==> config.mk <==
export PLATFORM = sky130hd
export DESIGN_NAME = ternary_engine
export DESIGN_NICKNAME = d
export VERILOG_FILES = /design/src/tnn_pkg.sv /design/src/ternary_engine.sv
export VERILOG_INCLUDE_DIRS = /design/src
export SDC_FILE = /design/constraint.sdc
export NUM_CORES = 2
export LEC_CHECK = 0
export BUFFER_PORTS_ARGS = -buffer_cell sky130_fd_sc_hd__buf_4
export CORE_AREA = 2 2 422 424
export DETAILED_ROUTE_END_ITERATION = 12
export DIE_AREA = 0 0 424 426
export GPL_TIMING_DRIVEN = 0
export PLACE_DENSITY = 0.53
export SYNTH_ARGS = -nofsm -noshare
export SYNTH_HDL_FRONTEND = slang
export SYNTH_SLANG_ARGS = --single-unit
==> constraint.sdc <==
create_clock -name clk -period 39.2 [get_ports clk]
set_clock_uncertainty 0.15 [all_clocks]
set_input_delay 3.92 -clock clk [delete_from_list [all_inputs] [get_ports clk]]
set_output_delay 3.92 -clock clk [all_outputs]
set_load 0.03 [all_outputs]
==> src/tnn_defs.svh <==
`ifndef TNN_DEFS_SVH
`define TNN_DEFS_SVH

// stream geometry
`define BEAT_W      512
`define LANE_W      32
`define NUM_LANES   16

// beats buffered ahead of the engine
`define FIFO_DEPTH  16

// fixed delay stages for slice resets and the register channel
`define RST_STAGES  4
`define STAT_STAGES 8

// register channel
`define STAT_ADDR_W  8
`define STAT_DATA_W  32
`define ADDR_WEIGHTS 8'h00
`define ADDR_BEATS   8'h04

`endif

==> src/tnn_pkg.sv <==
`include "tnn_defs.svh"

package tnn_pkg;

   // ------------------------------------------------------------
   // ternary weight codes
   // ------------------------------------------------------------

   // code 2'b11 is not listed and acts as zero
   typedef enum logic [1:0]
   {
      W_ZERO = 2'b00,
      W_POS  = 2'b01,
      W_NEG  = 2'b10
   } weight_e;

   // ------------------------------------------------------------
   // data types
   // ------------------------------------------------------------

   // one host beat, lane i sits at bits 32i+31 down to 32i
   typedef logic [`BEAT_W-1:0] beat_t;

   typedef logic [`LANE_W-1:0] lane_t;

   // lane i uses bits 2i+1 down to 2i
   typedef logic [2*`NUM_LANES-1:0] weights_t;

endpackage

==> src/ternary_engine.sv <==
`timescale 1ns/1ps

`include "tnn_defs.svh"

module ternary_engine
(
   input  logic              clk,
   input  logic              rst_n,

   input  logic              in_valid,
   output logic              in_ready,
   input  tnn_pkg::beat_t    in_data,

   input  tnn_pkg::weights_t weights,

   output logic              out_valid,
   input  logic              out_ready,
   output tnn_pkg::beat_t    out_data,

   output logic [31:0]       beat_count
);

   import tnn_pkg::*;

   // stage one holds the raw beat and the weights it entered with
   logic     s1_valid;
   beat_t    s1_data;
   weights_t s1_weights;

   // stage two holds the finished beat
   logic     s2_valid;
   beat_t    s2_data;

   beat_t    lane_prod;
   logic     s1_adv;
   logic     in_fire;

   // a stage moves on when the next one is empty or draining
   assign s1_adv   = s1_valid && (!s2_valid || out_ready);
   assign in_ready = !s1_valid || s1_adv;
   assign in_fire  = in_valid && in_ready;

   // ------------------------------------------------------------
   // lane-wise ternary multiply
   // ------------------------------------------------------------
   always_comb
   begin : lane_mult
      lane_t   lane_in;
      weight_e code;
      lane_prod = '0;
      for (int i = 0; i < `NUM_LANES; i++)
      begin
         lane_in = s1_data[i*`LANE_W +: `LANE_W];
         code    = weight_e'(s1_weights[2*i +: 2]);
         case (code)
            W_POS:   lane_prod[i*`LANE_W +: `LANE_W] = lane_in;
            // two's complement, wraps modulo 2^32
            W_NEG:   lane_prod[i*`LANE_W +: `LANE_W] = '0 - lane_in;
            default: lane_prod[i*`LANE_W +: `LANE_W] = '0;
         endcase
      end
   end

   // ------------------------------------------------------------
   // pipeline control
   // ------------------------------------------------------------
   always_ff @(posedge clk)
   begin
      if (!rst_n)
      begin
         s1_valid   <= 1'b0;
         s2_valid   <= 1'b0;
         beat_count <= '0;
      end
      else
      begin
         if (in_fire)
            s1_valid <= 1'b1;
         else if (s1_adv)
            s1_valid <= 1'b0;

         if (s1_adv)
            s2_valid <= 1'b1;
         else if (out_ready)
            s2_valid <= 1'b0;

         if (out_valid && out_ready)
            beat_count <= beat_count + 32'd1;
      end
   end

   always_ff @(posedge clk)
   begin
      if (in_fire)
      begin
         s1_data    <= in_data;
         s1_weights <= weights;
      end
      if (s1_adv)
         s2_data <= lane_prod;
   end

   assign out_valid = s2_valid;
   assign out_data  = s2_data;

endmodule

==> reports/results.ini <==
[timing]
setup_viol=0
actual_slew_at_the_worst_max_slew_pin_ns=1.20
report.final.slew_viol_count=0
hold_slack_ns=0.353
slew_headroom=0.186
achievable-frequency_ghz=0.114
worst_slack_ns=30.45
period_share=0.223
period_needed_ns=8.75
grt_setup_unrepaired=false
number_of_endpoints_with_negative_hold_slack_in_the_final_report=0

[place]
io_buffer_count=1093
placed_cells_incl_taps=7543
gp_congestion=0.919
place_ws_ns=30.45
dp_hpwl_mm=148

[yosys]
ys_top_cells_by_count=edfxtp_1, o21ai_0, nor2_1
synth_flop_cell=edfxtp_1
number_of_enable_type_register_cells_in_the_synthesized_netlist=1056
postSynthAreaPerCell_um2=12.1
synth.yosys.seq_area_share=0.655
synthArstFlopShare=0
synth.area.top_cells=edfxtp_1, o21ai_0, nor2_1
syn_nets=4678
number_of_distinct_standard_cells_referenced_by_the_synthesized_netlist=74
yosysWarnings=0
synth_largest_type_area_fraction=0.641
synthMostInstantiatedCell=edfxtp_1
largest_area_contributor_in_the_synthesized_netlist=edfxtp_1
synth_seq_cells=1090
netlist_area_um2=49400
synthesis.instances=4081

[detailed_routing]
remaining_drc_errors=0
detail_route.wirelength_mm=190
vias=40200
maxUsedRoutingLayer=met5
wl_met3_mm=13.3
met2WireLength_mm=92.9
dr.first_iter.drc_count=3549
ant_nets=0
route.detailed.wl_per_inst_um=24.4
route.detailed.vias_per_inst=5.14
detail_route.wirelength.met1_mm=72.4
drt_first_pass_iters=6

[global_routing]
gr-usage-all-layers=0.201
leftover_overflow_at_the_end_of_global_routing=0
via_count_of_the_first_global_routing_pass=37700
antenna_found_initial=50
grt_pass1_wl_mm=265
grt_start_max_net_pins=62

[job]
timing.max_cap.violations=0

[cells_and_area]
multiInputGateArea_um2=15700
final-seq-area_um2=32400
instances_no_fill=7812
utilization=0.373
layout.nets=5933
num-fill-cells=17200
post_route_cells_drive_above_1_share=0.255
area_growth_pct=32.6

[setup_path]
crit_chain=buf_4, nor2b_1, nand2_1, buf_4
worst_path_largest_cell_delay_ns=0.30
cp.required_ns=35.13
crit_family=simple AND/OR/NAND/NOR gates
worst-path-max-fanout=7
timing.critical_path.arrival_ns=4.68
slowest_stage=nor2b_1
worst-setup-path-type=input pin to output pin
critPathLaunchType=input pin
crit_top_cell=buf_4
setup.worst_path.end_class=output pin
critical_path.n_buffers_inverters=2
r2r_setup_slack_ns=35.35

[cts]
postCtsResizedCells=0
clockRootBuffer=clkbuf_16
cts_tree=done
clk_transition_reported_paths_ns=0.06
cts_made_buffers=131
holdBufCountCts=0
clk_path_buf_depth=3
clock_insertion_delay_worst_skew_ns=0.79
ctsHtreeMaxLevel=4
post-cts-setup-buffer-count=0
cts_num_sinks=1090

[worst_hold_path]
worst_hold_path_type=flop to flop

[floorplanning]
fp-row-count=154
die-width_um=424
initial_core_util=0.281
fp.dieArea_um2=181000
die_h_um=426
floorplan.core_area_um2=176000
io-pin-count=1094

[power]
pwr_dens_nw_per_um2=45.0
vdd.ir_drop.worst_mv=0.0346
power_leakage_nw=23.3

[outcome]
run_status=finished clean

==> metal layers <==
| layer | up-vias | track usage |
|---|---|---|
| met5 | - | 0 |
| met4 | 14 | 0.125 |
| met3 | 370 | 0.0472 |
| met2 | 1728 | 0.329 |
| met1 | 19600 | 0.239 |
| li1 | 18500 | - |
==> cells by family after synthesis <==
family	share of synthesized area
xor+xnor	0.0124
buf+inv	0.0286
compound gates	0.141
simple gates	0.146
mux	0.00433
fa+ha+maj	0.0124
flops	0.655
==> final timing paths <==
kind | to | start | depth (start not counted)
worst max register to register | s1_data[155]$_DFFE_PP_ | out_valid$_SDFFE_PN0P_ | 9
worst min register to register | beat_count[31]$_SDFFE_PN0P_ | beat_count[30]$_SDFFE_PN0P_ | 2
worst min-delay path | beat_count[31]$_SDFFE_PN0P_ | beat_count[30]$_SDFFE_PN0P_ | 2
worst max-delay path | in_ready | out_ready | 4
==> through the flow <==
step	total power (W)	setup TNS [ns]	area (um2)
6_report	0.00295	0	65600
3_3_place_gp	0.00181	-2069.06	60600
2_1_floorplan	0.00162	0	49400
5_1_grt	0.00306	0	65500
3_5_place_dp	0.00176	0	61200
4_1_cts	0.00299	0	65500
==> flip-flops by register name, indices dropped and copies added (netlist names) <==
name / count
beat_count: 32
s1_valid: 1
out_valid: 1
out_data: 512
s1_weights: 32
s1_data: 512
==> area by class of cell <==
cell class	instances	area share
inverters	155	0.00888
well taps	2340	0.0447
repair buffers	1122	0.135
multi-input cells	2622	0.239
plain buffers	214	0.0127
clock buffers	155	0.0520
flip-flops and latches	1090	0.494
diodes	38	0.00145
clock inverters	76	0.0123
==> cell usage in the layout, fill, tap and decap left out, types with 65 or more instances in the layout <==
cell,netlist,final
a21oi_1,106,106
a22oi_1,65,65
a31oi_1,109,109
buf_4,2,1095
clkbuf_1,198,220
clkbuf_16,0,133
edfxtp_1,1056,1056
inv_1,153,153
nand2_1,204,204
nand3_1,100,100
nor2_1,334,334
nor3_1,182,182
nor4_1,167,166
o21ai_0,420,420
o31ai_1,111,111
or3_1,87,87
==> worst reg2reg max path: cells and delay by family, from the launching register on <==
family                 cells  cell delay, ns
buffers and inverters      6            1.98
AND/OR/NAND/NOR            3            0.94
flip-flops                 1            0.38
==> power by group <==
part           total (W)  switching (W)  internal, W
combinational   0.000329       0.000207     0.000122
clock            0.00121       0.000517     0.000695
sequential       0.00141      0.0000495      0.00136
total            0.00295       0.000774      0.00218
Power figures use the tool's default switching activity.
