$ cat config.mk
export PLATFORM = sky130hd
export DESIGN_NAME = stat_regs
export DESIGN_NICKNAME = d
export VERILOG_FILES = /design/src/tnn_pkg.sv /design/src/stat_regs.sv
export VERILOG_INCLUDE_DIRS = /design/src
export SDC_FILE = /design/constraint.sdc
export NUM_CORES = 1
export LEC_CHECK = 0
export BUFFER_PORTS_ARGS = -buffer_cell sky130_fd_sc_hd__buf_2
export CAP_MARGIN = 20
export CORE_ASPECT_RATIO = 1.75
export CORE_MARGIN = 8
export CORE_UTILIZATION = 43
export CTS_BUF_LIST = sky130_fd_sc_hd__clkbuf_16
export DETAILED_ROUTE_END_ITERATION = 8
export PLACE_DENSITY_LB_ADDON = 0.12
export SETUP_SLACK_MARGIN = 0.2
export SYNTH_ARGS = -nofsm -noshare
export SYNTH_HDL_FRONTEND = slang
export SYNTH_SLANG_ARGS = --single-unit
export TNS_END_PERCENT = 5
$ cat constraint.sdc
create_clock -name clk -period 1.35 [get_ports clk]
set_clock_uncertainty 0.05 [all_clocks]
set_input_delay 0.2025 -clock clk [delete_from_list [all_inputs] [get_ports clk]]
set_output_delay 0.2025 -clock clk [all_outputs]
set_load 0.02 [all_outputs]
$ cat src/tnn_defs.svh
`ifndef TNN_DEFS_SVH
`define TNN_DEFS_SVH

// stream geometry
`define BEAT_W      512
`define LANE_W      32
`define NUM_LANES   16

// beats buffered ahead of the engine
`define FIFO_DEPTH  16

// fixed delay stages for slice resets and the register channel
`define RST_STAGES  4
`define STAT_STAGES 8

// register channel
`define STAT_ADDR_W  8
`define STAT_DATA_W  32
`define ADDR_WEIGHTS 8'h00
`define ADDR_BEATS   8'h04

`endif

$ cat src/tnn_pkg.sv
`include "tnn_defs.svh"

package tnn_pkg;

   // ------------------------------------------------------------
   // ternary weight codes
   // ------------------------------------------------------------

   // code 2'b11 is not listed and acts as zero
   typedef enum logic [1:0]
   {
      W_ZERO = 2'b00,
      W_POS  = 2'b01,
      W_NEG  = 2'b10
   } weight_e;

   // ------------------------------------------------------------
   // data types
   // ------------------------------------------------------------

   // one host beat, lane i sits at bits 32i+31 down to 32i
   typedef logic [`BEAT_W-1:0] beat_t;

   typedef logic [`LANE_W-1:0] lane_t;

   // lane i uses bits 2i+1 down to 2i
   typedef logic [2*`NUM_LANES-1:0] weights_t;

endpackage

$ cat src/stat_regs.sv
`timescale 1ns/1ps

`include "tnn_defs.svh"

module stat_regs
(
   input  logic                    clk,
   input  logic                    rst_n,

   // delayed request from the request pipe
   input  logic                    req_wr,
   input  logic                    req_rd,
   input  logic [`STAT_ADDR_W-1:0] req_addr,
   input  logic [`STAT_DATA_W-1:0] req_wdata,

   // goes back through the acknowledge pipe
   output logic                    ack,
   output logic [`STAT_DATA_W-1:0] ack_rdata,

   output tnn_pkg::weights_t       weights,
   input  logic [31:0]             beat_count
);

   logic [`STAT_DATA_W-1:0] rd_mux;
   logic                    wr_weights;

   // writes to ADDR_BEATS or unknown addresses are dropped
   assign wr_weights = req_wr && (req_addr == `ADDR_WEIGHTS);

   // ------------------------------------------------------------
   // read decode
   // ------------------------------------------------------------
   always_comb
   begin
      case (req_addr)
         `ADDR_WEIGHTS: rd_mux = weights;
         `ADDR_BEATS:   rd_mux = beat_count;
         default:       rd_mux = '0;
      endcase
   end

   // ------------------------------------------------------------
   // weight register and acknowledge
   // ------------------------------------------------------------
   always_ff @(posedge clk)
   begin
      if (!rst_n)
      begin
         weights <= '0;
         ack     <= 1'b0;
      end
      else
      begin
         if (wr_weights)
            weights <= req_wdata;
         // one-cycle ack, the cycle after the request arrives
         ack <= req_wr || req_rd;
      end
   end

   // read data rides along with the ack
   always_ff @(posedge clk)
   begin
      if (req_rd)
         ack_rdata <= rd_mux;
      else
         ack_rdata <= '0;
   end

endmodule

==> results.yml, run 1 <==
setup_path:
  r2r_slack_ns: 0.65
  worstSetupStartpoint: "req_addr[3]"
  startpoint_type: "input port"
  r2r_end: "weights[12]"
  cp_max_fo: 9
  cp_top_family: "simple AND/OR/NAND/NOR gates"
  cp_slowest_cell: "and4b_4"
  path_class: "in -> reg"
  crit_buf_inv: 2
  path_depth: 5
  worstRegToRegCells: 2
  arrival_ns: 1.35
  cp-end-kind: "flip-flop"
  slowest_delay_ns: 0.39
  timing.rr.start: "weights[12]"
  worstPathCellList: "buf_6 > nor4_4 > and4b_4 > clkbuf_16 > mux2i_1"
  cp_data_required_time_ns: 1.54
  crit_path_end: "weights[2]"
floorplan:
  fp.dieH_um: 116
  die-area_mm2: 0.00853
  core_mm2: 0.00559
  start_util_pct: 44.3
  die_w_um: 73.3
  floorplan.io_pins: 141
  row_count: 36
synth:
  synth_edf_count: 0
  synth_top_flop_cell: "dfxtp_1"
  ys_async_sr_fraction_pct: 0
  netlist_instances: 248
  synth_seq_area_share_pct: 52.6
  synth_area_leaders: "dfxtp_1, mux2i_1, nand2_1"
  synth_mux_area_share_pct: 25.9
  synth_top_area_share_pct: 52.6
  avgSynthCellArea_um2: 9.97
  yosysTopAreaCell: "dfxtp_1"
  synth_top_family_by_area: "multiplexers"
  synth_compound_area_share_pct: 0.304
  synth.most_common_cell: "dfxtp_1"
  synth_xor_area_share_pct: 0
  yosys.area_share.adder_pct: 0
  synth-seq-cells: 65
  synth-simple-area-share_pct: 15.9
  synth_common_cells: "dfxtp_1, mux2i_1, nand2_1"
  synthesis.area_mm2: 0.00247
  syn_nets: 324
  yosysWarnings: 0
  ys_types: 14
sta:
  max_freq_ghz: 0.863
  fin_crit_sh_pct: 85.8
  fin_crit_ns: 1.16
  worstMarginPinSlew_ns: 0.289
  setup_viol: 0
  max-slew-margin-rel_pct: 80.7
  hold_viol_final: 0
  fin_tns_setup_ns: 0
  grt_setup_unrepaired: "true"
  report.final.slew_viol_count: 0
global_route:
  grt_pass1_wl_um: 10100
  grt_usage_pct: 15.4
  grt_antenna_before_repair: 0
  grt_pass1_vias: 2166
  grt_max_degree: 66
  grt-ovfl-total: 0
cells_and_area:
  antenna_cells: 0
  drive_above_1_share_pct: 41.0
  area_growth_pct: 44.8
  nets: 467
  finalNonFillerCells: 471
status:
  outcome: "finished clean"
clocking:
  cts_buffers: 9
  clockBufferDepth: 2
  clock-sinks: 65
  cts_hold_buffers: 0
  tritoncts: "yes"
  clk-insertion-delay-late_ns: 0.31
  htreeDepth: 3
  clk_pin_slew_ns: 0.05
  cts_root_buf: "clkbuf_16"
power:
  power_density_mw_per_mm2: 1150
  max-vdd-ir-drop_mv: 0.942
  p_leak_nw: 1.77
drt:
  viasPerCell: 4.50
  dr.pass1.iters: 4
  drc: 0
  vias: 2121
  routed_wirelength_um: 6870
  ant_nets: 0
  avgRoutedWirePerCell_um: 14.6
  drt_iter0_drc: 110
placed_design:
  dpl.hpwl_um: 4940
  placedCellCount: 453
  place_congestion: 0.734
  portBuffers: 140
hold_path:
  hold_path.class: "in -> reg"
job:
  drv_cap: 0
[metrics by stage]
stage	utilization [%]	worst slack (ns)	hold WS, ns	area, um2	power, mW
floorplan	-	0.117	0.263	2480	2.10
global placement	58.0	-0.0749	0.378	3240	2.22
global route	64.1	0.158	0.0667	3580	4.28
finish	64.1	0.191	0.0556	3580	4.10
CTS	62.4	0.200	0.0525	3490	4.15
detailed placement	58.0	-0.123	0.383	3240	2.23
[layout make-up]
type	count	area (um2)
flip-flops and latches	65	1300
repair buffers	150	878
clock inverters	6	22.5
clock buffers	9	225
well taps	76	95.1
fillers	512	2000
multi-input cells	165	1060
[worst min-delay path by stage]
stage                        from            to  slack [ns]  depth (start not counted)
global placement           req_rd           ack        0.38                          2
CTS                        req_rd           ack        0.05                          2
global route        beat_count[1]  ack_rdata[1]        0.07                          3
detailed placement         req_rd           ack        0.38                          2
finish                     req_rd           ack        0.06                          2
floorplan                  req_rd           ack        0.26                          1
[sequential cells by signal, summed over array words and instances (netlist names)]
register / flops
ack: 1
ack_rdata: 32
weights: 32
[cell usage in the layout (no fill, tap or decap), drive strengths merged]
cell | synthesis | final
o21a | 1 | 1
inv | 0 | 5
dfxtp | 65 | 65
clkbuf | 7 | 12
nor2 | 32 | 32
nor3 | 1 | 1
buf | 11 | 147
nand3 | 1 | 1
clkinv | 0 | 1
nand2 | 64 | 64
and4b | 1 | 1
mux2i | 64 | 64
nor4 | 1 | 1
[cell families (layout without fill, tap and decap cells)]
kind of cell,count (synthesis),in the layout
AND/OR/NAND/NOR,100,100
flip-flops,65,65
multiplexers,64,64
buffers and inverters,18,165
AO/OA/AOI/OAI,1,1
[timing repair]
| action | CTS | global route |
|---|---|---|
| setup buffers | 0 | 0 |
| resized for setup | 0 | 4 |
| endpoints found under the setup margin | 0 | 31 |
[worst reg2reg max path, cell delays in order, from the launching register on]
cell,delay (ns)
dfxtp_1,0.36
nand2_1,0.07
mux2i_1,0.14
[power by group]
| group | total [mW] | switching [mW] | internal [mW] |
|---|---|---|---|
| logic | 0.268 | 0.122 | 0.146 |
| registers | 1.93 | 0.00141 | 1.93 |
| clock network | 1.91 | 0.722 | 1.19 |
[routing by layer]
| metal | vias up | track usage [%] | share of wire, % |
|---|---|---|---|
| li1 | 1090 | - | - |
| met1 | 937 | 14.6 | 38 |
| met2 | 84 | 26.3 | 51 |
| met3 | 10 | 7.48 | 9.0 |
| met4 | 0 | 8.46 | 2.0 |
| met5 | - | 0 | 0 |
Note: power is estimated with default switching activity, not from simulation.
==> run 2: changes to the inputs <==
Settings changed: CORE_ASPECT_RATIO 1.75 to 1.25.
==> results.yml, run 2 (synthesis results as in run 1) <==
cells_and_area:
  nets: 467
  fillers: 507
  mostFrequentLayoutCell: "buf_2"
  multi_input_area_mm2: 0.00105
  reg.largest.list: "ack_rdata: 32 flops, weights: 32 flops, ack: 1 flops"
  drive_above_1_share_pct: 41.4
  layout_common_cells: "buf_2, dfxtp_1, nand2_1, mux2i_1, nor2_1"
  seq_area_mm2: 0.00130
  area_growth_pct: 41.7
  antenna_cells: 0
drt:
  routed_wirelength_um: 6840
  drt_iter0_drc: 61
  vias: 2166
  ant_nets: 0
  avgRoutedWirePerCell_um: 14.8
  dr.pass1.iters: 4
  drc: 0
  viasPerCell: 4.69
floorplan:
  die-area_mm2: 0.00845
  die_w_um: 83.8
  fp.dieH_um: 101
  core_mm2: 0.00566
  start_util_pct: 43.7
  floorplan.io_pins: 141
  row_count: 31
clocking:
  cts_buffers: 9
  htreeDepth: 3
  clk_pin_slew_ns: 0.05
  postCtsSetupRepairBufs: 0
  cts_hold_buffers: 0
  clockBufferDepth: 2
  cts_root_buf: "clkbuf_16"
  cts_resized: 0
  clk-insertion-delay-late_ns: 0.32
  clock-sinks: 65
  tritoncts: "yes"
placed_design:
  dpl.hpwl_um: 5230
  portBuffers: 140
  place_congestion: 0.719
  pre_cts_slack_ns: -0.118
global_route:
  grt_pass1_vias: 2225
  grt_pass1_wl_um: 10900
  grt_antenna_before_repair: 0
  grt-ovfl-total: 0
  grt_max_degree: 34
  grt_usage_pct: 16.1
sta:
  setup_viol: 0
  report.final.slew_viol_count: 0
  hold_viol_final: 0
  max_freq_ghz: 0.878
  grt_setup_unrepaired: "true"
  worstMarginPinSlew_ns: 0.299
  fin_crit_ns: 1.14
  fin_crit_sh_pct: 84.4
  worst_slack_ns: 0.211
  max-slew-margin-rel_pct: 80.0
  whs_ns: 0.0647
setup_path:
  path_class: "in -> reg"
  arrival_ns: 1.33
  startpoint_type: "input port"
  r2r_slack_ns: 0.66
  cp_data_required_time_ns: 1.54
  cp-end-kind: "flip-flop"
  cp_max_fo: 17
power:
  p_leak_nw: 1.75
  max-vdd-ir-drop_mv: 0.587
  power_density_mw_per_mm2: 1190
  design_power_total_mw: 4.17
job:
  drv_cap: 0
hold_path:
  hold_path.class: "in -> reg"
status:
  outcome: "finished clean"
[run 2: cell count changes in the layout (fill, tap and decap cells not counted), sizes merged]
cell	change
clkinv	+4
inv	-3
buf	+3
clkbuf	-3
[run 2: stage by stage]
| stage | util (%) | TNS [ns] | std cells | instance area, um2 |
|---|---|---|---|---|
| 6_report | 61.9 | 0 | 462 | 3500 |
| 5_1_grt | 61.9 | 0 | 462 | 3500 |
| 4_1_cts | 61.9 | 0 | 462 | 3500 |
| 3_5_place_dp | 57.4 | -2.43 | 446 | 3250 |
| 3_3_place_gp | 57.4 | -1.29 | 446 | 3250 |
| 2_1_floorplan | - | 0 | 248 | 2480 |
[run 2: metal layers]
| layer | vias to the layer above | wire (um) | global-route usage (%) |
|---|---|---|---|
| li1 | 1096 | - | - |
| met4 | 0 | 102 | 7.99 |
| met3 | 9 | 675 | 7.28 |
| met2 | 84 | 3360 | 27.1 |
| met5 | - | 0 | 0 |
| met1 | 977 | 2700 | 16.7 |
[run 2: cell type report]
type,count,area share (%)
clock buffers,9,6.43
clock inverters,7,0.857
multi-input cells,165,30.0
flip-flops and latches,65,37.1
well taps,66,2.36
repair buffers,150,23.2
[run 2: power breakdown]
group / internal, mW / switching (mW)
clock: 1.20 / 0.768
sequential: 1.92 / 0.00148
combinational: 0.144 / 0.125
total: 3.27 / 0.894
[run 2: worst paths after layout]
check,startpoint,endpoint,cells after the start
worst max-delay path,req_addr[4],weights[25],5
worst max register to register,weights[25],weights[25],2
worst min register to register,weights[23],weights[23],2
worst min-delay path,beat_count[28],ack_rdata[28],3
[run 2: worst max-delay path, cell delays in order]
cell	delay, ns
buf_2	0.12
nor4_4	0.27
and4b_2	0.33
buf_12	0.19
mux2i_1	0.21
